## config.mk

```make
export PLATFORM = sky130hd
export DESIGN_NAME = stego_encoder
export DESIGN_NICKNAME = d
export VERILOG_FILES = /design/src/rtl/stego_pkg.sv /design/src/rtl/embed_mode_decode.sv /design/src/rtl/lsb_embed.sv /design/src/rtl/message_slicer.sv /design/src/rtl/pipe_stage.sv /design/src/rtl/stego_encoder.sv
export VERILOG_INCLUDE_DIRS = /design/src /design/src/rtl
export SDC_FILE = /design/constraint.sdc
export NUM_CORES = 1
export LEC_CHECK = 0
export ABC_AREA = 0
export ABC_CLOCK_PERIOD_IN_PS = 5700
export BUFFER_PORTS_ARGS = -buffer_cell sky130_fd_sc_hd__buf_2
export CORE_MARGIN = 3
export CORE_UTILIZATION = 35
export DETAILED_ROUTE_END_ITERATION = 16
export PLACE_DENSITY = 0.59
export SLEW_MARGIN = 20
export SYNTH_ARGS = -nofsm -noshare
export SYNTH_HDL_FRONTEND = slang
export SYNTH_SLANG_ARGS = --single-unit
export TNS_END_PERCENT = 100
```

## constraint.sdc

```tcl
create_clock -name clk -period 5.7 [get_ports clk]
set_input_delay 0.855 -clock clk [delete_from_list [all_inputs] [get_ports clk]]
set_output_delay 0.855 -clock clk [all_outputs]
set_load 0.05 [all_outputs]
```

## src/rtl/stego_macros.svh

```systemverilog
`ifndef STEGO_MACROS_SVH
`define STEGO_MACROS_SVH

// one colour channel
`define STEGO_CH_W 8

// message word, a multiple of every per-pixel bit count
`define STEGO_MSG_W 24

// one-hot mode switches
`define STEGO_SW_W 6

// most LSBs replaced in one channel
`define STEGO_MAX_LSB 2
`define STEGO_CHUNK_W (3 * `STEGO_MAX_LSB)

`endif

```

## src/rtl/stego_pkg.sv

```systemverilog
`include "stego_macros.svh"

package stego_pkg;

   // rgb pixel, red in the top byte
   typedef struct packed {
      logic [`STEGO_CH_W-1:0] r;
      logic [`STEGO_CH_W-1:0] g;
      logic [`STEGO_CH_W-1:0] b;
   } pixel_t;

   // LSBs replaced per channel, all zero is passthrough
   typedef struct packed {
      logic [1:0] r_bits;
      logic [1:0] g_bits;
      logic [1:0] b_bits;
   } lsb_plan_t;

   // message bits for one pixel plus the plan they were cut with
   // bits is aligned to bit 0, blue takes the lowest bits
   typedef struct packed {
      lsb_plan_t                plan;
      logic [`STEGO_CHUNK_W-1:0] bits;
   } msg_chunk_t;

endpackage

```

## src/rtl/embed_mode_decode.sv

```systemverilog
`include "stego_macros.svh"

module embed_mode_decode (
   input  logic [`STEGO_SW_W-1:0] switches,
   output stego_pkg::lsb_plan_t   plan
);

   always_comb begin
      plan = '0;
      case (switches)
         // 6 bits, 4 pixels per word
         `STEGO_SW_W'd1: begin
            plan.r_bits = 2'd2;
            plan.g_bits = 2'd2;
            plan.b_bits = 2'd2;
         end
         // 3 bits, 8 pixels per word
         `STEGO_SW_W'd2: begin
            plan.r_bits = 2'd1;
            plan.g_bits = 2'd1;
            plan.b_bits = 2'd1;
         end
         // red only, 24 pixels per word
         `STEGO_SW_W'd4: begin
            plan.r_bits = 2'd1;
            plan.g_bits = 2'd0;
            plan.b_bits = 2'd0;
         end
         // 4 bits, 6 pixels per word
         `STEGO_SW_W'd8: begin
            plan.r_bits = 2'd2;
            plan.g_bits = 2'd1;
            plan.b_bits = 2'd1;
         end
         // red and blue, 12 pixels per word
         `STEGO_SW_W'd16: begin
            plan.r_bits = 2'd1;
            plan.g_bits = 2'd0;
            plan.b_bits = 2'd1;
         end
         default: begin
            // every other value is passthrough
            plan = '0;
         end
      endcase
   end

endmodule

```

## src/rtl/lsb_embed.sv

```systemverilog
`include "stego_macros.svh"

module lsb_embed (
   input  logic                  in_valid,
   output logic                  in_ready,
   input  stego_pkg::pixel_t     pix,
   input  logic                  chunk_valid,
   output logic                  chunk_ready,
   input  stego_pkg::msg_chunk_t chunk,
   output logic                  out_valid,
   input  logic                  out_ready,
   output stego_pkg::pixel_t     out_pix
);

   // replace the n low bits of ch with the low bits of src
   function automatic logic [`STEGO_CH_W-1:0] insert_lsb(
      input logic [`STEGO_CH_W-1:0]   ch,
      input logic [`STEGO_MAX_LSB-1:0] src,
      input logic [1:0]               n
   );
      logic [`STEGO_CH_W-1:0] keep_mask;
      logic [`STEGO_CH_W-1:0] src_ext;
      keep_mask = {`STEGO_CH_W{1'b1}} << n;
      src_ext   = {{(`STEGO_CH_W - `STEGO_MAX_LSB){1'b0}}, src};
      return (ch & keep_mask) | (src_ext & ~keep_mask);
   endfunction

   logic [`STEGO_CHUNK_W-1:0] g_src;
   logic [`STEGO_CHUNK_W-1:0] r_src;

   // join, each side consumed only on an output transfer
   assign out_valid   = in_valid && chunk_valid;
   assign in_ready    = out_ready && chunk_valid;
   assign chunk_ready = out_ready && in_valid;

   // blue first, then green, red gets the highest bits
   assign g_src = chunk.bits >> chunk.plan.b_bits;
   assign r_src = g_src >> chunk.plan.g_bits;

   assign out_pix.b = insert_lsb(pix.b, chunk.bits[`STEGO_MAX_LSB-1:0], chunk.plan.b_bits);
   assign out_pix.g = insert_lsb(pix.g, g_src[`STEGO_MAX_LSB-1:0], chunk.plan.g_bits);
   assign out_pix.r = insert_lsb(pix.r, r_src[`STEGO_MAX_LSB-1:0], chunk.plan.r_bits);

endmodule

```

## src/rtl/message_slicer.sv

```systemverilog
`include "stego_macros.svh"

module message_slicer (
   input  logic                     clk,
   input  logic                     rst,
   input  stego_pkg::lsb_plan_t     plan,
   input  logic                     msg_valid,
   output logic                     msg_ready,
   input  logic [`STEGO_MSG_W-1:0]  msg,
   output logic                     chunk_valid,
   input  logic                     chunk_ready,
   output stego_pkg::msg_chunk_t    chunk
);

   localparam int CNT_W = $clog2(`STEGO_MSG_W + 1);

   logic [`STEGO_MSG_W-1:0]   word_q;
   logic [CNT_W-1:0]          remain_q;
   stego_pkg::lsb_plan_t      plan_q;
   logic [CNT_W-1:0]          step;
   logic [`STEGO_CHUNK_W-1:0] mask;
   logic                      empty;
   logic                      live_zero;
   logic                      take;
   logic                      last_take;
   logic                      load;

   // bits used per pixel under the latched plan
   assign step = CNT_W'(plan_q.r_bits) + CNT_W'(plan_q.g_bits) + CNT_W'(plan_q.b_bits);
   assign mask = ~({`STEGO_CHUNK_W{1'b1}} << step);

   assign empty     = (remain_q == '0);
   assign live_zero = (plan == '0);

   // empty under passthrough still feeds zero-bit chunks
   assign chunk_valid = !empty || live_zero;

   always_comb begin
      chunk = '0;
      if (!empty) begin
         chunk.plan = plan_q;
         chunk.bits = word_q[`STEGO_CHUNK_W-1:0] & mask;
      end
   end

   assign take      = chunk_valid && chunk_ready && !empty;
   assign last_take = take && (remain_q == step);

   // next word may come in on the same edge the last chunk leaves
   assign msg_ready = !live_zero && (empty || last_take);
   assign load      = msg_valid && msg_ready;

   always_ff @(posedge clk or posedge rst) begin
      if (rst) begin
         remain_q <= '0;
         plan_q   <= '0;
      end else if (load) begin
         remain_q <= CNT_W'(`STEGO_MSG_W);
         plan_q   <= plan;
      end else if (take) begin
         remain_q <= remain_q - step;
      end
   end

   always_ff @(posedge clk) begin
      if (load) begin
         word_q <= msg;
      end else if (take) begin
         word_q <= word_q >> step;
      end
   end

endmodule

```

## src/rtl/pipe_stage.sv

```systemverilog
module pipe_stage #(
   parameter type payload_t = logic
) (
   input  logic     clk,
   input  logic     rst,
   input  logic     in_valid,
   output logic     in_ready,
   input  payload_t in_data,
   output logic     out_valid,
   input  logic     out_ready,
   output payload_t out_data
);

   logic     valid_q;
   payload_t data_q;

   // full throughput, refill in the cycle the held item leaves
   assign in_ready  = !valid_q || out_ready;
   assign out_valid = valid_q;
   assign out_data  = data_q;

   always_ff @(posedge clk or posedge rst) begin
      if (rst) begin
         valid_q <= 1'b0;
      end else if (in_valid && in_ready) begin
         valid_q <= 1'b1;
      end else if (out_ready) begin
         valid_q <= 1'b0;
      end
   end

   always_ff @(posedge clk) begin
      if (in_valid && in_ready) begin
         data_q <= in_data;
      end
   end

endmodule

```

## src/rtl/stego_encoder.sv

```systemverilog
`include "stego_macros.svh"

module stego_encoder (
   input  logic                    clk,
   input  logic                    rst,
   input  logic [`STEGO_SW_W-1:0]  switches,
   input  logic                    pix_valid,
   output logic                    pix_ready,
   input  stego_pkg::pixel_t       pix,
   input  logic                    msg_valid,
   output logic                    msg_ready,
   input  logic [`STEGO_MSG_W-1:0] msg,
   output logic                    stego_valid,
   input  logic                    stego_ready,
   output stego_pkg::pixel_t       stego
);

   // registered pixel into the embedder
   logic                  reg_valid;
   logic                  reg_ready;
   stego_pkg::pixel_t     reg_pix;

   stego_pkg::lsb_plan_t  plan;

   logic                  chunk_valid;
   logic                  chunk_ready;
   stego_pkg::msg_chunk_t chunk;

   // embedded pixel into the output register
   logic                  emb_valid;
   logic                  emb_ready;
   stego_pkg::pixel_t     emb_pix;

   pipe_stage #(
      .payload_t (stego_pkg::pixel_t)
   ) in_stage (
      .clk       (clk),
      .rst       (rst),
      .in_valid  (pix_valid),
      .in_ready  (pix_ready),
      .in_data   (pix),
      .out_valid (reg_valid),
      .out_ready (reg_ready),
      .out_data  (reg_pix)
   );

   embed_mode_decode u_decode (
      .switches (switches),
      .plan     (plan)
   );

   message_slicer u_slicer (
      .clk         (clk),
      .rst         (rst),
      .plan        (plan),
      .msg_valid   (msg_valid),
      .msg_ready   (msg_ready),
      .msg         (msg),
      .chunk_valid (chunk_valid),
      .chunk_ready (chunk_ready),
      .chunk       (chunk)
   );

   lsb_embed u_embed (
      .in_valid    (reg_valid),
      .in_ready    (reg_ready),
      .pix         (reg_pix),
      .chunk_valid (chunk_valid),
      .chunk_ready (chunk_ready),
      .chunk       (chunk),
      .out_valid   (emb_valid),
      .out_ready   (emb_ready),
      .out_pix     (emb_pix)
   );

   pipe_stage #(
      .payload_t (stego_pkg::pixel_t)
   ) out_stage (
      .clk       (clk),
      .rst       (rst),
      .in_valid  (emb_valid),
      .in_ready  (emb_ready),
      .in_data   (emb_pix),
      .out_valid (stego_valid),
      .out_ready (stego_ready),
      .out_data  (stego)
   );

endmodule

```

---- Word level (Yosys, flattened, before mapping) ----
Index checks and enable logic that the tools add are counted.
Widths: inputs -> output; s select.
cells by class
  add/subtract/negate cells ............... 3
  bitwise operators ....................... 14
  reduce and logical (&&, ||, !) cells .... 23
  equal/unequal tests ..................... 6
  shifts and indexed selects .............. 7
  multiplexer cells ....................... 10
operator list
  kind                 number
  $mux 24              2
  $pmux 6 s5           1
  $and 2x8->8          3
  $and 8x8->8          3
  $not 8->8            3
  $or 8x8->8           3
  $shl 8x2->8 const A  3
  $shr 24x5->24        1
  $mux 12              1
  $logic_and 1x1->1    10
  $mux 5               2
  $and 6x6->6          1
  $eq 6x1->1 const B   1
  $eq 6x2->1 const B   1
  $eq 6x3->1 const B   1
  $eq 6x4->1 const B   1
  $eq 6x5->1 const B   1
  $logic_not 6->1      1
  $not 6->6            1
  $reduce_bool 2->1    3
  $shl 6x5->6 const A  1
  $shr 6x2->2          1
  $shr 6x2->6          1
  $add 5x2->5          1
  7 further kinds      16
word-level totals
  word-level logic and storage cells ...... 76
  register bits after elaboration ......... 85
  input port bits ......................... 59
  output and inout port bits .............. 27

---- Depth between registers and ports, before layout ----
  word-level depth ........................ 11
  gate-level depth with buffers ........... 16

---- Cells and area by module ----
From an unflattened synthesis, not the netlist that was laid out.
unflattened totals
  cell total of the unflattened synthesis .. 449
  area total of the unflattened synthesis .. 5,157.4 sq um
by module, submodules not included
  module             sequential area each (sq um)  area each (sq um)  instances  cells each
  message_slicer     996.0                         2,984.1            1          311
  pipe_stage         745.7                         778.2              2          29
  lsb_embed          0.0                           501.7              1          65
  embed_mode_decode  0.0                           115.1              1          15

---- Worst setup path before layout ----
OpenSTA, ideal clock, no wires.
  kind .................................... reg2out
  from .................................... register u_slicer.plan_q[1] in the netlist's numbering
  to ...................................... output msg_ready
  data arrival time ....................... 4,040 ps
  data required time ...................... 4,845 ps
  path buffers ............................ 1
  cell stages (with the launch flop) ...... 11
  path slack .............................. 805 ps
  cell sequence ........................... dfrtp_1 -> inv_1 -> fa_1 -> inv_1 -> fa_1 -> buf_1 -> inv_1 -> ha_1 -> nand4_1 -> or4b_1 -> a22oi_1
between the ends
  cells in the longest elaborated chain, start to end .. 5
RTL lines
  item                    RTL line              RTL
  start, declared         message_slicer.sv:19  stego_pkg::lsb_plan_t plan_q;
  start signal, assigned  message_slicer.sv:59  plan_q <= plan;
  $add 5x2->5             message_slicer.sv:29  assign step = CNT_W'(plan_q.r_bits) + CNT_W'(plan_q.g_bits) + CNT_W'(plan_q.b_bits);
  $eq 5x5->1              message_slicer.sv:47  assign last_take = take && (remain_q == step);
  $logic_and 1x1->1       message_slicer.sv:47
  $logic_or 1x1->1        message_slicer.sv:50  assign msg_ready = !live_zero && (empty || last_take);
  $logic_and 1x1->1       message_slicer.sv:50
  end, declared           stego_encoder.sv:11   output logic msg_ready,
Every way passes these cells.

---- Worst setup path after layout ----
Ends and elaborated chain as after synthesis.

==> results.txt <==
Outcome -> finished, final reports clean
Reg area -> 2460 um2
Post-synth top cells -> edfxtp_1 (72), nand2_1 (43), nor2_1 (37), mux2i_1 (17)
Initial core utilization -> 0.362
Post-synthesis compound-gate area fraction -> 0.143
Cells after Synth -> 386
Avg Synthesized Cell Area -> 12.0 um2
Fmax -> 0.195 GHz
Layout area overhead -> 19.5%
Mapped Nets -> 455
Initial DRC count -> 258
Die area -> 14600 um2
Die height -> 121 um
Antenna violations before repair -> 0
DRC errors left -> 0
Final setup violation count -> 0
Net count, final -> 538
Synth Area in Simple Gates -> 0.119
Antenna-violating nets left -> 0
Via count of the routed design -> 3398
Max Root-Sink Buffers -> 2
Largest area contributor in the netlist -> edfxtp_1
Ratio of cells with drive above 1 in the final layout -> 0.283
Proportion of synthesized area in mux cells -> 0.122
Core Footprint -> 12800 um2
Critical Path RT -> 4.85 ns
Gr usage total -> 0.153
FF+latch count, synth -> 84
# hold bufs at CTS -> 0
Type of the worst min-delay path -> reg -> reg
Detailed Routing Iterations Pass 1 -> 4
Global-route wire length before repair -> 17400 um
Fillers -> 1243
Final period utilization -> 0.899
Post-synthesis sequential area ratio -> 0.533
Post-cts sizing count -> 0
Clock Tree Root -> clkbuf_16
CP endpoint kind -> output port
R2r setup slk -> 0.92 ns
Main synth FF type -> edfxtp_1
EDFF count, synth -> 72
Max-Cap Viols -> 0
Chip width -> 121 um
Worst-Skew Late Latency -> 0.35 ns
CTS tree -> yes
CTS buffer count -> 9
Post-synthesis instance area -> 4620 um2
Unrepaired setup endpoints after global routing -> no
Total gr overflow -> 0
Setup Skew -> 0.0114 ns
Max-slew headroom -> 0.546
Number of diodes -> 0
Worst setup SP type -> flip-flop
Vias in the first global route -> 3456
Post-synthesis adder-cell area fraction -> 0.0319
Most frequent cell after synthesis -> edfxtp_1
Tightest Pin Transition -> 0.681 ns
Arr. time, crit path -> 4.27 ns
# IOs -> 86
HPWL after detailed placement -> 7940 um
Post-CTS setup buffer count -> 0
Area of the multi-input gates -> 1990 um2
Critical path fanouts, max -> 15
Min cycle time layout -> 5.13 ns
Distinct cells, synth -> 58
Post-synth top area share -> 0.468
Overall routed net length -> 10800 um
Setup Crit Path Kind -> reg -> out
Top cells by area, synth -> edfxtp_1 (47%), mux4_2 (7.8%), dfrtp_1 (6.5%)
Routed length per instance -> 16.8 um
H-tree Lvls -> 3
Final Max Tran Viols -> 0
Synth warn -> 0
Largest family of logic cells by synthesized area -> compound AO/OA/AOI/OAI gates
Final Hold Viols -> 0
Synth Area in XOR/XNOR -> 0.0133
Total clock sinks -> 84
GP Congestion -> 0.851
Number of I/O port buffers -> 85
FFs w/ async S/R, synth -> 0.143
Clk slew on worst S/H paths -> 0.06 ns
Largest net degree at the start of global routing -> 33
Setup TNS -> 0 ns
# rows -> 41
Via/cell ratio -> 5.26
==> sequential cells by signal, summed over array words and instances (netlist names) <==
name	cells
in_stage.out_data	24
in_stage.out_valid	1
out_stage.out_data	24
out_stage.out_valid	1
u_slicer.plan_q	5
u_slicer.remain_q	5
u_slicer.word_q	24
==> layout by cell type (no fill, tap or decap), types with 3 or more instances in the layout <==
master and count:
clkbuf_16 9, a21oi_1 13, a31oi_1 5, xor2_1 3, buf_4 9, xnor2_1 4, o31ai_1 3, a21o_1 11
nand3_1 4, fa_1 3, inv_1 15, o211ai_1 4, nand2_1 43, a22oi_1 3, dfrtp_1 12, buf_2 85
nor3_1 6, mux2i_1 17, clkinvlp_4 3, nor2b_1 7, edfxtp_1 72, nor2_1 36, ha_1 7, a311oi_1 3
a22o_1 3, a211oi_1 8, o21ai_0 16, mux2_2 3, mux4_2 16, and3_1 6
==> cell type report <==
class                      count  share of cell area
clock inverter                 6              0.0131
inverter                      16              0.0109
clock buffer                  10              0.0414
sequential                    84               0.446
multi-input combinational    264               0.361
timing repair buffer          94              0.0892
tap                          172              0.0390
==> per-layer routing <==
metal	GRT usage	wire length, um	share of wire
met1	0.198	4800	0.44
met4	0.0630	160	0.015
met3	0.0298	510	0.047
met2	0.250	5370	0.49
met5	0	0	0
==> per-stage QoR <==
stage          instance area, um2  setup WS [ns]  instances  utilization  hold slack [ns]
6_report                     5520          0.574        646        0.432            0.419
5_1_grt                      5520          0.304        646        0.432            0.429
4_1_cts                      5520          0.554        646        0.432            0.422
3_5_place_dp                 5220          0.932        630        0.409            0.407
3_3_place_gp                 5220           1.06        630        0.409            0.401
2_1_floorplan                4620          0.805        386            -            0.400
==> cell families (layout without fill, tap and decap cells) <==
family	count (synthesis)	count (layout)
XOR/XNOR	7	7
multiplexers	36	36
adder cells (fa/ha/maj)	10	10
AO/OA/AOI/OAI	92	92
buffers and inverters	38	126
flip-flops	84	84
AND/OR/NAND/NOR	119	119
==> worst max-delay path: stages, from the launching register on <==
cell     delay [ns]
dfrtp_1        0.48
inv_1          0.16
fa_1           0.55
inv_1          0.07
ha_1           0.27
a21oi_1        0.43
nor2_1         0.11
inv_1          0.37
ha_1           0.24
nand4_1        0.09
or4b_1         0.56
a22oi_1        0.25
buf_2          0.31
==> final timing paths <==
| check | from | to | depth (start not counted) |
|---|---|---|---|
| max | u_slicer.plan_q[1]$_DFFE_PP0P_ | msg_ready | 12 |
| min | in_stage.out_data[23]$_DFFE_PP_ | out_stage.out_data[23]$_DFFE_PP_ | 0 |
| max reg2reg | u_slicer.plan_q[1]$_DFFE_PP0P_ | u_slicer.word_q[3]$_DFFE_PP_ | 13 |
| min reg2reg | in_stage.out_data[23]$_DFFE_PP_ | out_stage.out_data[23]$_DFFE_PP_ | 0 |
| max in group asynchronous | rst | u_slicer.plan_q[5]$_DFFE_PP0P_ | 2 |
| min in group asynchronous | rst | u_slicer.remain_q[2]$_DFFE_PP0P_ | 2 |
Power is not shown: default switching activity piles up to over one toggle a cycle in this logic, so the estimate is an artifact.
